[src/verilog/nes_bus_pkg.sv]
/*
 * Console-side bus widths, clock-enable phases and reset timing.
 * The console advances one step every fourth clk, in the phase MEM_SLOT_PHASE.
 */
package nes_bus_pkg;

	localparam int MEM_ADDR_WIDTH = 22;	// Covers PRG and CHR regions

	typedef logic [MEM_ADDR_WIDTH-1:0] mem_addr_t;
	typedef logic [7:0] byte_t;
	typedef logic [1:0] ce_phase_t;	// Four-phase clock enable

	// Console runs and staged writes land in this phase
	localparam ce_phase_t MEM_SLOT_PHASE = 2'd3;

	// Hold time of the reset that follows a download
	typedef logic [7:0] reset_count_t;
	localparam reset_count_t DOWNLOAD_RESET_CYCLES = 8'd255;

endpackage

[src/verilog/ines_pkg.sv]
/*
 * iNES header layout and the bit fields of the 32-bit mapper-flag word.
 * Only the 16-byte header is described; trainers are not supported.
 */
package ines_pkg;

	localparam int HEADER_BYTES = 16;

	typedef nes_bus_pkg::byte_t header_t [HEADER_BYTES];

	// Byte offsets inside the header
	localparam int MAGIC_0 = 0;
	localparam int MAGIC_1 = 1;
	localparam int MAGIC_2 = 2;
	localparam int MAGIC_3 = 3;
	localparam int PRG_PAGES_OFS = 4;	// 16 KB units
	localparam int CHR_PAGES_OFS = 5;	// 8 KB units, 0 means CHR RAM
	localparam int FLAGS6_OFS = 6;
	localparam int FLAGS7_OFS = 7;
	localparam int MAPPER2_OFS = 8;

	// "NES" followed by MS-DOS end of file
	localparam nes_bus_pkg::byte_t NES_MAGIC [4] = '{8'h4E, 8'h45, 8'h53, 8'h1A};

	// Bits inside flags 6 and flags 7
	localparam int MIRROR_SRC_BIT = 0;
	localparam int TRAINER_BIT = 2;
	localparam int FOUR_SCREEN_SRC_BIT = 3;
	localparam logic [1:0] NES20_ID = 2'b10;	// Flags 7 bits 3..2

	localparam int PRG_PAGE_SHIFT = 14;
	localparam int CHR_PAGE_SHIFT = 13;

	localparam nes_bus_pkg::mem_addr_t PRG_BASE = '0;
	localparam nes_bus_pkg::mem_addr_t CHR_BASE =
		{1'b1, {(nes_bus_pkg::MEM_ADDR_WIDTH-1){1'b0}}};

	// Mapper-flag word, bits 31..25 stay zero
	localparam int MAPPER_LSB = 0;	// 8 bits
	localparam int PRG_SIZE_LSB = 8;	// 3 bits
	localparam int CHR_SIZE_LSB = 11;	// 3 bits
	localparam int MIRROR_BIT = 14;
	localparam int CHR_RAM_BIT = 15;
	localparam int FOUR_SCREEN_BIT = 16;
	localparam int NES20_MAPPER_LSB = 17;	// 8 bits

endpackage

[src/verilog/mapper_flags_decode.sv]
/*
 * Purely combinational; the caller must hold the header stable.
 * Size codes saturate at 7 above 64 pages.
 */
module mapper_flags_decode (
	input ines_pkg::header_t header,
	input logic invert_mirroring,
	output logic [31:0] flags
);
	import nes_bus_pkg::*;
	import ines_pkg::*;

	// Smallest power of two that holds the page count
	function automatic logic [2:0] size_code(input byte_t pages);
		logic [2:0] code;
		code = 3'd7;
		for (int i = 6; i >= 0; i--) begin
			if (pages <= (9'd1 << i))
				code = 3'(i);
		end
		return code;
	endfunction

	logic is_nes20;
	logic upper_nonzero;
	logic is_dirty;
	byte_t mapper;

	assign is_nes20 = (header[FLAGS7_OFS][3:2] == NES20_ID);

	always_comb begin
		upper_nonzero = 1'b0;
		for (int i = MAPPER2_OFS; i < HEADER_BYTES; i++)
			upper_nonzero = upper_nonzero | (header[i] != 8'h00);
	end

	// Junk in bytes 8..15 of a 1.0 header, often a ripper's tag
	assign is_dirty = !is_nes20 && upper_nonzero;

	assign mapper = {is_dirty ? 4'h0 : header[FLAGS7_OFS][7:4], header[FLAGS6_OFS][7:4]};

	always_comb begin
		flags = '0;
		flags[MAPPER_LSB +: 8] = mapper;
		flags[PRG_SIZE_LSB +: 3] = size_code(header[PRG_PAGES_OFS]);
		flags[CHR_SIZE_LSB +: 3] = size_code(header[CHR_PAGES_OFS]);
		flags[MIRROR_BIT] = header[FLAGS6_OFS][MIRROR_SRC_BIT] ^ invert_mirroring;
		flags[CHR_RAM_BIT] = (header[CHR_PAGES_OFS] == 8'h00);
		flags[FOUR_SCREEN_BIT] = header[FLAGS6_OFS][FOUR_SCREEN_SRC_BIT];
		if (is_nes20)
			flags[NES20_MAPPER_LSB +: 8] = header[MAPPER2_OFS];
	end

endmodule

[src/verilog/game_loader.sv]
/*
 * Parses an iNES stream and places PRG at PRG_BASE, CHR at CHR_BASE.
 * Header bytes are also written, at addresses 0..15.
 * Bad magic or a trainer ends in the fail state with done and error set.
 */
module game_loader (
	input logic clk,
	input logic reset,
	input logic downloading,
	input logic load_strobe,
	input logic invert_mirroring,
	input nes_bus_pkg::byte_t load_data,
	output nes_bus_pkg::mem_addr_t loader_addr,
	output nes_bus_pkg::byte_t loader_data,
	output logic loader_write,
	output logic done,
	output logic error,
	output logic [31:0] mapper_flags
);
	import nes_bus_pkg::*;
	import ines_pkg::*;

	typedef enum logic [1:0] {
		ST_HEADER,
		ST_PRG,
		ST_CHR,
		ST_FAIL
	} state_t;

	state_t state;
	header_t header;
	logic [3:0] ctr;	// Header byte index
	mem_addr_t bytes_left;
	logic [31:0] decoded_flags;
	logic header_ok;

	mapper_flags_decode u_decode (
		.header(header),
		.invert_mirroring(invert_mirroring),
		.flags(decoded_flags)
	);

	assign loader_data = load_data;
	assign loader_write = load_strobe &&
		((state == ST_HEADER && downloading) ||
		((state == ST_PRG || state == ST_CHR) && bytes_left != '0));

	// Bytes 0..6 are already stored when the 16th byte arrives
	assign header_ok = header[MAGIC_0] == NES_MAGIC[0] && header[MAGIC_1] == NES_MAGIC[1] &&
		header[MAGIC_2] == NES_MAGIC[2] && header[MAGIC_3] == NES_MAGIC[3] &&
		!header[FLAGS6_OFS][TRAINER_BIT];

	always_ff @(posedge clk) begin
		if (state == ST_HEADER && loader_write)
			header[ctr] <= load_data;
	end

	always_ff @(posedge clk) begin
		if (reset) begin
			state <= ST_HEADER;
			ctr <= 4'd0;
			loader_addr <= PRG_BASE;
			bytes_left <= '0;
			done <= 1'b0;
			error <= 1'b0;
			mapper_flags <= '0;
		end else begin
			case (state)
				ST_HEADER: if (loader_write) begin
					ctr <= ctr + 4'd1;
					loader_addr <= loader_addr + mem_addr_t'(1);
					if (ctr == 4'd15) begin
						if (header_ok) begin
							state <= ST_PRG;
							loader_addr <= PRG_BASE;
							bytes_left <= mem_addr_t'(header[PRG_PAGES_OFS]) << PRG_PAGE_SHIFT;
						end else begin
							state <= ST_FAIL;
							done <= 1'b1;
							error <= 1'b1;
							mapper_flags <= decoded_flags;
						end
					end
				end
				ST_PRG, ST_CHR: begin
					if (bytes_left != '0) begin
						if (load_strobe) begin
							bytes_left <= bytes_left - mem_addr_t'(1);
							loader_addr <= loader_addr + mem_addr_t'(1);
						end
					end else if (state == ST_PRG) begin
						state <= ST_CHR;
						loader_addr <= CHR_BASE;
						bytes_left <= mem_addr_t'(header[CHR_PAGES_OFS]) << CHR_PAGE_SHIFT;
					end else if (!done) begin
						done <= 1'b1;
						mapper_flags <= decoded_flags;	// Frozen until next loader reset
					end
				end
				default: ;	// Fail holds done and error
			endcase
		end
	end

endmodule

[src/verilog/memory_write_stage.sv]
/*
 * Releases one loader write per four-cycle window, in the memory slot.
 * A second write inside the same window overwrites the first.
 */
module memory_write_stage (
	input logic clk,
	input logic reset,
	input logic run,
	input logic loader_write,
	input nes_bus_pkg::mem_addr_t loader_addr,
	input nes_bus_pkg::byte_t loader_data,
	output nes_bus_pkg::mem_addr_t mem_addr,
	output nes_bus_pkg::byte_t mem_data,
	output logic mem_write
);
	logic pending;

	always_ff @(posedge clk) begin
		if (loader_write) begin
			mem_addr <= loader_addr;
			mem_data <= loader_data;
		end
	end

	always_ff @(posedge clk) begin
		if (reset) begin
			pending <= 1'b0;
			mem_write <= 1'b0;
		end else begin
			if (run) begin
				mem_write <= pending;	// Held for the whole console cycle
				pending <= 1'b0;
			end
			if (loader_write)
				pending <= 1'b1;	// A new write wins over the clear
		end
	end

endmodule

[src/verilog/machine_control.sv]
/*
 * Console clock enable and reset sources.
 * nes_reset drops 256 cycles after the last cycle with downloading high.
 */
module machine_control (
	input logic clk,
	input logic reset,
	input logic downloading,
	input logic reset_button,
	input logic loader_error,
	output logic nes_run,
	output logic nes_reset,
	output logic loader_reset
);
	import nes_bus_pkg::*;

	ce_phase_t phase;
	logic init_hold;
	reset_count_t download_cnt;

	always_ff @(posedge clk) begin
		if (reset)
			phase <= '0;
		else
			phase <= phase + ce_phase_t'(1);
	end

	// Keeps the console off until a game has been sent at least once
	always_ff @(posedge clk) begin
		if (reset)
			init_hold <= 1'b1;
		else if (downloading)
			init_hold <= 1'b0;
	end

	always_ff @(posedge clk) begin
		if (reset)
			download_cnt <= '0;
		else if (downloading)
			download_cnt <= DOWNLOAD_RESET_CYCLES;
		else if (download_cnt != '0)
			download_cnt <= download_cnt - reset_count_t'(1);
	end

	// Keeps running during reset so the console can actually reset
	assign nes_run = (phase == MEM_SLOT_PHASE);

	assign nes_reset = reset || init_hold || (download_cnt != '0) ||
		loader_error || reset_button;

	// Loader is live only during a download and its tail
	assign loader_reset = reset || (download_cnt == '0 && !downloading);

endmodule

[src/verilog/joypad_serial.sv]
/*
 * Two NES controller shift registers, LSB first, zero filled.
 * Strobe reloads every cycle it is high; a falling clock edge shifts.
 */
module joypad_serial (
	input logic clk,
	input logic reset,
	input nes_bus_pkg::byte_t joy_a,
	input nes_bus_pkg::byte_t joy_b,
	input logic joy_swap,
	input logic joypad_strobe,
	input logic [1:0] joypad_clock,
	output logic [1:0] joypad_data
);
	import nes_bus_pkg::*;

	byte_t shift_reg [2];
	byte_t load_val [2];
	logic [1:0] last_clock;

	assign load_val[0] = joy_swap ? joy_b : joy_a;
	assign load_val[1] = joy_swap ? joy_a : joy_b;

	always_ff @(posedge clk) begin
		if (reset) begin
			shift_reg[0] <= 8'h00;
			shift_reg[1] <= 8'h00;
			last_clock <= 2'b00;
		end else begin
			for (int n = 0; n < 2; n++) begin
				if (joypad_strobe)
					shift_reg[n] <= load_val[n];
				// Shift takes priority when both happen
				if (!joypad_clock[n] && last_clock[n])
					shift_reg[n] <= {1'b0, shift_reg[n][7:1]};
			end
			last_clock <= joypad_clock;
		end
	end

	assign joypad_data[0] = shift_reg[0][0];
	assign joypad_data[1] = shift_reg[1][0];

endmodule

[src/verilog/nes_loader_top.sv]
/*
 * Cartridge loader and controller side of the console wrapper.
 * Memory writes appear in the nes_run slot, one per four cycles at most.
 */
module nes_loader_top (
	input logic clk,
	input logic reset,
	input logic reset_button,
	input logic downloading,
	input logic load_strobe,
	input logic invert_mirroring,
	input logic [7:0] load_data,
	input logic [7:0] joy_a,
	input logic [7:0] joy_b,
	input logic joy_swap,
	input logic joypad_strobe,
	input logic [1:0] joypad_clock,
	output logic [21:0] mem_addr,
	output logic [7:0] mem_data,
	output logic mem_write,
	output logic [31:0] mapper_flags,
	output logic loader_done,
	output logic loader_error,
	output logic nes_reset,
	output logic nes_run,
	output logic [1:0] joypad_data
);
	logic loader_reset;
	logic [21:0] loader_addr;
	logic [7:0] loader_data;
	logic loader_write;

	game_loader u_loader (
		.clk(clk),
		.reset(loader_reset),
		.downloading(downloading),
		.load_strobe(load_strobe),
		.invert_mirroring(invert_mirroring),
		.load_data(load_data),
		.loader_addr(loader_addr),
		.loader_data(loader_data),
		.loader_write(loader_write),
		.done(loader_done),
		.error(loader_error),
		.mapper_flags(mapper_flags)
	);

	memory_write_stage u_stage (
		.clk(clk),
		.reset(reset),
		.run(nes_run),
		.loader_write(loader_write),
		.loader_addr(loader_addr),
		.loader_data(loader_data),
		.mem_addr(mem_addr),
		.mem_data(mem_data),
		.mem_write(mem_write)
	);

	machine_control u_control (
		.clk(clk),
		.reset(reset),
		.downloading(downloading),
		.reset_button(reset_button),
		.loader_error(loader_error),
		.nes_run(nes_run),
		.nes_reset(nes_reset),
		.loader_reset(loader_reset)
	);

	joypad_serial u_joypad (
		.clk(clk),
		.reset(nes_reset),	// Pads read zero while the console is held
		.joy_a(joy_a),
		.joy_b(joy_b),
		.joy_swap(joy_swap),
		.joypad_strobe(joypad_strobe),
		.joypad_clock(joypad_clock),
		.joypad_data(joypad_data)
	);

endmodule

[config.mk]
export PLATFORM = sky130hd
export DESIGN_NAME = nes_loader_top
export DESIGN_NICKNAME = d
export VERILOG_FILES = /design/src/verilog/nes_bus_pkg.sv /design/src/verilog/ines_pkg.sv /design/src/verilog/mapper_flags_decode.sv /design/src/verilog/game_loader.sv /design/src/verilog/memory_write_stage.sv /design/src/verilog/machine_control.sv /design/src/verilog/joypad_serial.sv /design/src/verilog/nes_loader_top.sv
export SDC_FILE = /design/constraint.sdc
export NUM_CORES = 1
export LEC_CHECK = 0
export BUFFER_PORTS_ARGS = -buffer_cell sky130_fd_sc_hd__clkbuf_2
export CORE_MARGIN = 3
export CORE_UTILIZATION = 60
export CTS_BUF_LIST = sky130_fd_sc_hd__clkbuf_8
export DETAILED_ROUTE_END_ITERATION = 8
export GPL_ROUTABILITY_DRIVEN = 1
export PLACE_DENSITY = 0.8
export SLEW_MARGIN = 40
export SYNTH_ARGS = -nofsm -noshare
export SYNTH_HDL_FRONTEND = slang
export SYNTH_SLANG_ARGS = --single-unit
[constraint.sdc]
create_clock -name clk -period 10.34 [get_ports clk]
set_input_delay 2.068 -clock clk [delete_from_list [all_inputs] [get_ports clk]]
set_output_delay 2.068 -clock clk [all_outputs]
set_load 0.01 [all_outputs]
==> metrics.md <==
| Metric | Value |
|---|---|
| Status | `finished clean` |
| Clock Latency Late Sink | `0.57 ns` |
| Post-cts hold buffer count | `0` |
| Clock Path Buffers | `3` |
| Setup Viol. Count Final | `0` |
| Vias post-DR | `7960` |
| Clk root buf | `clkbuf_8` |
| Die Y | `141.5 microns` |
| Setup Buffers After CTS | `0` |
| Max Fclk | `191.4 MHz` |
| Area of the multi-input gates | `3795 sq um` |
| Crit path DAT | `3.16 ns` |
| DRT iter0 DRCs | `688` |
| CTS tree | `built` |
| Antenna violations before repair | `0` |
| Synth Instances | `922` |
| Core area | `17660 sq um` |
| Crit Path Category | `input port to output port` |
| Period utilisation layout | `50.52%` |
| Post-DP HPWL | `15610 microns` |
| Slew Viols, Final | `0` |
| Htree depth | `2` |
| Async SR Flop Fraction | `0%` |
| CTS Sinks | `263` |
| Worst EP required | `8.27 ns` |
| NumNets Final | `1076` |
| Die Area | `20020 sq um` |
| Layout cell share with drive strength beyond 1 | `17.55%` |
| FILL cells | `1274` |
| Power Total | `0.002026 W` |
| Antenna Nets Post-Route | `0` |
| Starting Density | `62.38%` |
| Mean post-synth cell area | `11.95 sq um` |
| Worst slew margin | `43.44%` |
| Setup tns final | `0 ns` |
| Reg area | `6967 sq um` |
| Top cells by area, synth | `edfxtp_1 46%, dfxtp_1 17%, a21oi_1 2.8%` |
| R2R cell count | `6` |
| Power Density | `162.4 nW/um^2` |
| Post-synth cell types | `71` |
| Wire per inst | `18.89 microns` |
| GP Congestion | `0.8761` |
| EDFF count, synth | `170` |
| Detailed Routing Iterations Pass 1 | `5` |
| RSZ-0062 raised after global routing | `false` |
| Rows | `48` |
| DRC Markers | `0` |
| Vias/cell | `6.195` |
| Gr usage total | `24.00%` |
| Worst hold path type | `register to register` |
| Worst Setup End Kind | `output port` |
| First-pass GRT wire length | `38610 microns` |
| Synth top area share | `46.35%` |
| Final wirelength | `24280 microns` |
| Vias in the first global route | `7482` |
| Synth Flop Type | `edfxtp_1` |
| Final hold vios | `0` |
| Netlist Area Pre-Place | `11010 sq um` |
| VDD IR-drop max | `0.1244 mV` |
| Post-CTS sizing | `0` |
| Regs by FF count | `u_loader.header x125, u_loader.mapper_flags x25` |
| Number of synthesized register bits | `263` |
| Most numerous cell in the Yosys netlist | `edfxtp_1` |
| Clock skew | `0.02627 ns` |
| Synth warnings | `0` |
| Worst-path clk slew | `0.06 ns` |
| Worst R2R Setup Slack | `6.55 ns` |
| Die width | `141.5 microns` |
| Num CTS Buffers | `41` |
| Max-cap violations | `0` |
| Static leakage | `4.446 nW` |
| Total gr overflow | `0` |
| Area grow syn2layout | `13.27%` |
| Max reg flops | `125` |
| Min Tclk post-route | `5.223 ns` |
| N_diodes | `0` |
| Seq/Total Area, Yosys | `63.25%` |
| Slew at the pin with the worst max-slew slack | `0.8463 ns` |
| Worst Hold Path Cells | `1` |
| PortBufs | `95` |
| Largest net degree at the start of global routing | `56` |
| Ports | `103` |
| List of most frequent post-synthesis cells | `170 x edfxtp_1, 93 x dfxtp_1, 61 x a21oi_1, 61 x nor2_1, 55 x nand2_1` |
| Max FO, Critical Path | `16` |
| Area leader, netlist | `edfxtp_1` |
| Worst Setup Start Kind | `input port` |
| Reg with most FFs | `u_loader.header` |
[final timing paths]
path	startpoint	endpoint
setup / recovery	reset	nes_reset
setup reg to reg	u_loader.bytes_left[8]	u_loader.mapper_flags[6]
hold reg to reg	u_control.phase[0]	u_control.phase[0]
hold / removal	u_control.phase[0]	u_control.phase[0]
[critical path: stages]
cell      delay, ns
clkbuf_2       0.23
nor4_1         0.27
nor2b_1        0.30
inv_1          0.14
clkbuf_2       0.15
[kinds of logic (layout without fill, tap and decap cells)]
logic type	after synthesis	in the layout	share of synthesized area, %
AND/OR/NAND/NOR	315	315	16.04
flip-flops	263	263	63.25
AO/OA/AOI/OAI	218	218	12.70
buffers and inverters	73	205	3.079
multiplexers	21	21	1.920
XOR/XNOR	16	16	1.272
adder cells (fa/ha/maj)	15	15	1.704
other	1	7	0.03405
[through the flow]
stage	util, %	std cells	cell area [sq um]	hold WS, ns	setup slack [ns]
floorplan	-	928	11040	0.3992	5.250
global placement	66.00	1208	11650	0.4111	5.170
detailed placement	66.20	1209	11690	0.4240	5.138
CTS	70.60	1285	12470	0.4318	5.131
global route	70.66	1285	12480	0.4560	4.940
finish	70.66	1285	12480	0.4332	5.117
[routing by layer]
layer,vias to the layer above,global-route usage [%],part of all wire (%)
li1,3768,-,-
met1,3837,31.59,41
met2,303,40.23,50
met3,52,4.382,6.1
met4,0,8.737,2.3
met5,-,0,0
[final cells by class]
| type | count | share of cell area (%) |
|---|---|---|
| inverters | 22 | 0.6619 |
| clock inverters | 30 | 1.153 |
| clock buffers | 46 | 5.075 |
| well taps | 225 | 2.257 |
| flip-flops and latches | 263 | 55.84 |
| repair buffers | 107 | 4.593 |
| multi-input cells | 592 | 30.42 |
[power by group]
| group | switching [W] | leakage (nW) | total, W | internal (W) |
|---|---|---|---|---|
| Sequential | 0.00000597 | 2.35 | 0.00113 | 0.00113 |
| Combinational | 0.0000512 | 1.63 | 0.0000756 | 0.0000244 |
| Clock | 0.000404 | 0.465 | 0.000817 | 0.000413 |
| Total | 0.000461 | 4.45 | 0.00203 | 0.00157 |
[cells in the final DEF (no fill, tap or decap), types with 18 or more instances in the layout]
master / count
o21ai_0: 28
o31ai_1: 18
mux2i_1: 20
o211ai_1: 19
edfxtp_1: 170
nand3_1: 38
nor4_1: 30
dfxtp_1: 93
clkbuf_2: 95
a21oi_1: 61
nor2_1: 61
nor3_1: 22
clkbuf_8: 46
o21ai_1: 29
inv_1: 40
nand2_1: 55
(Power assumes the default switching activity.)
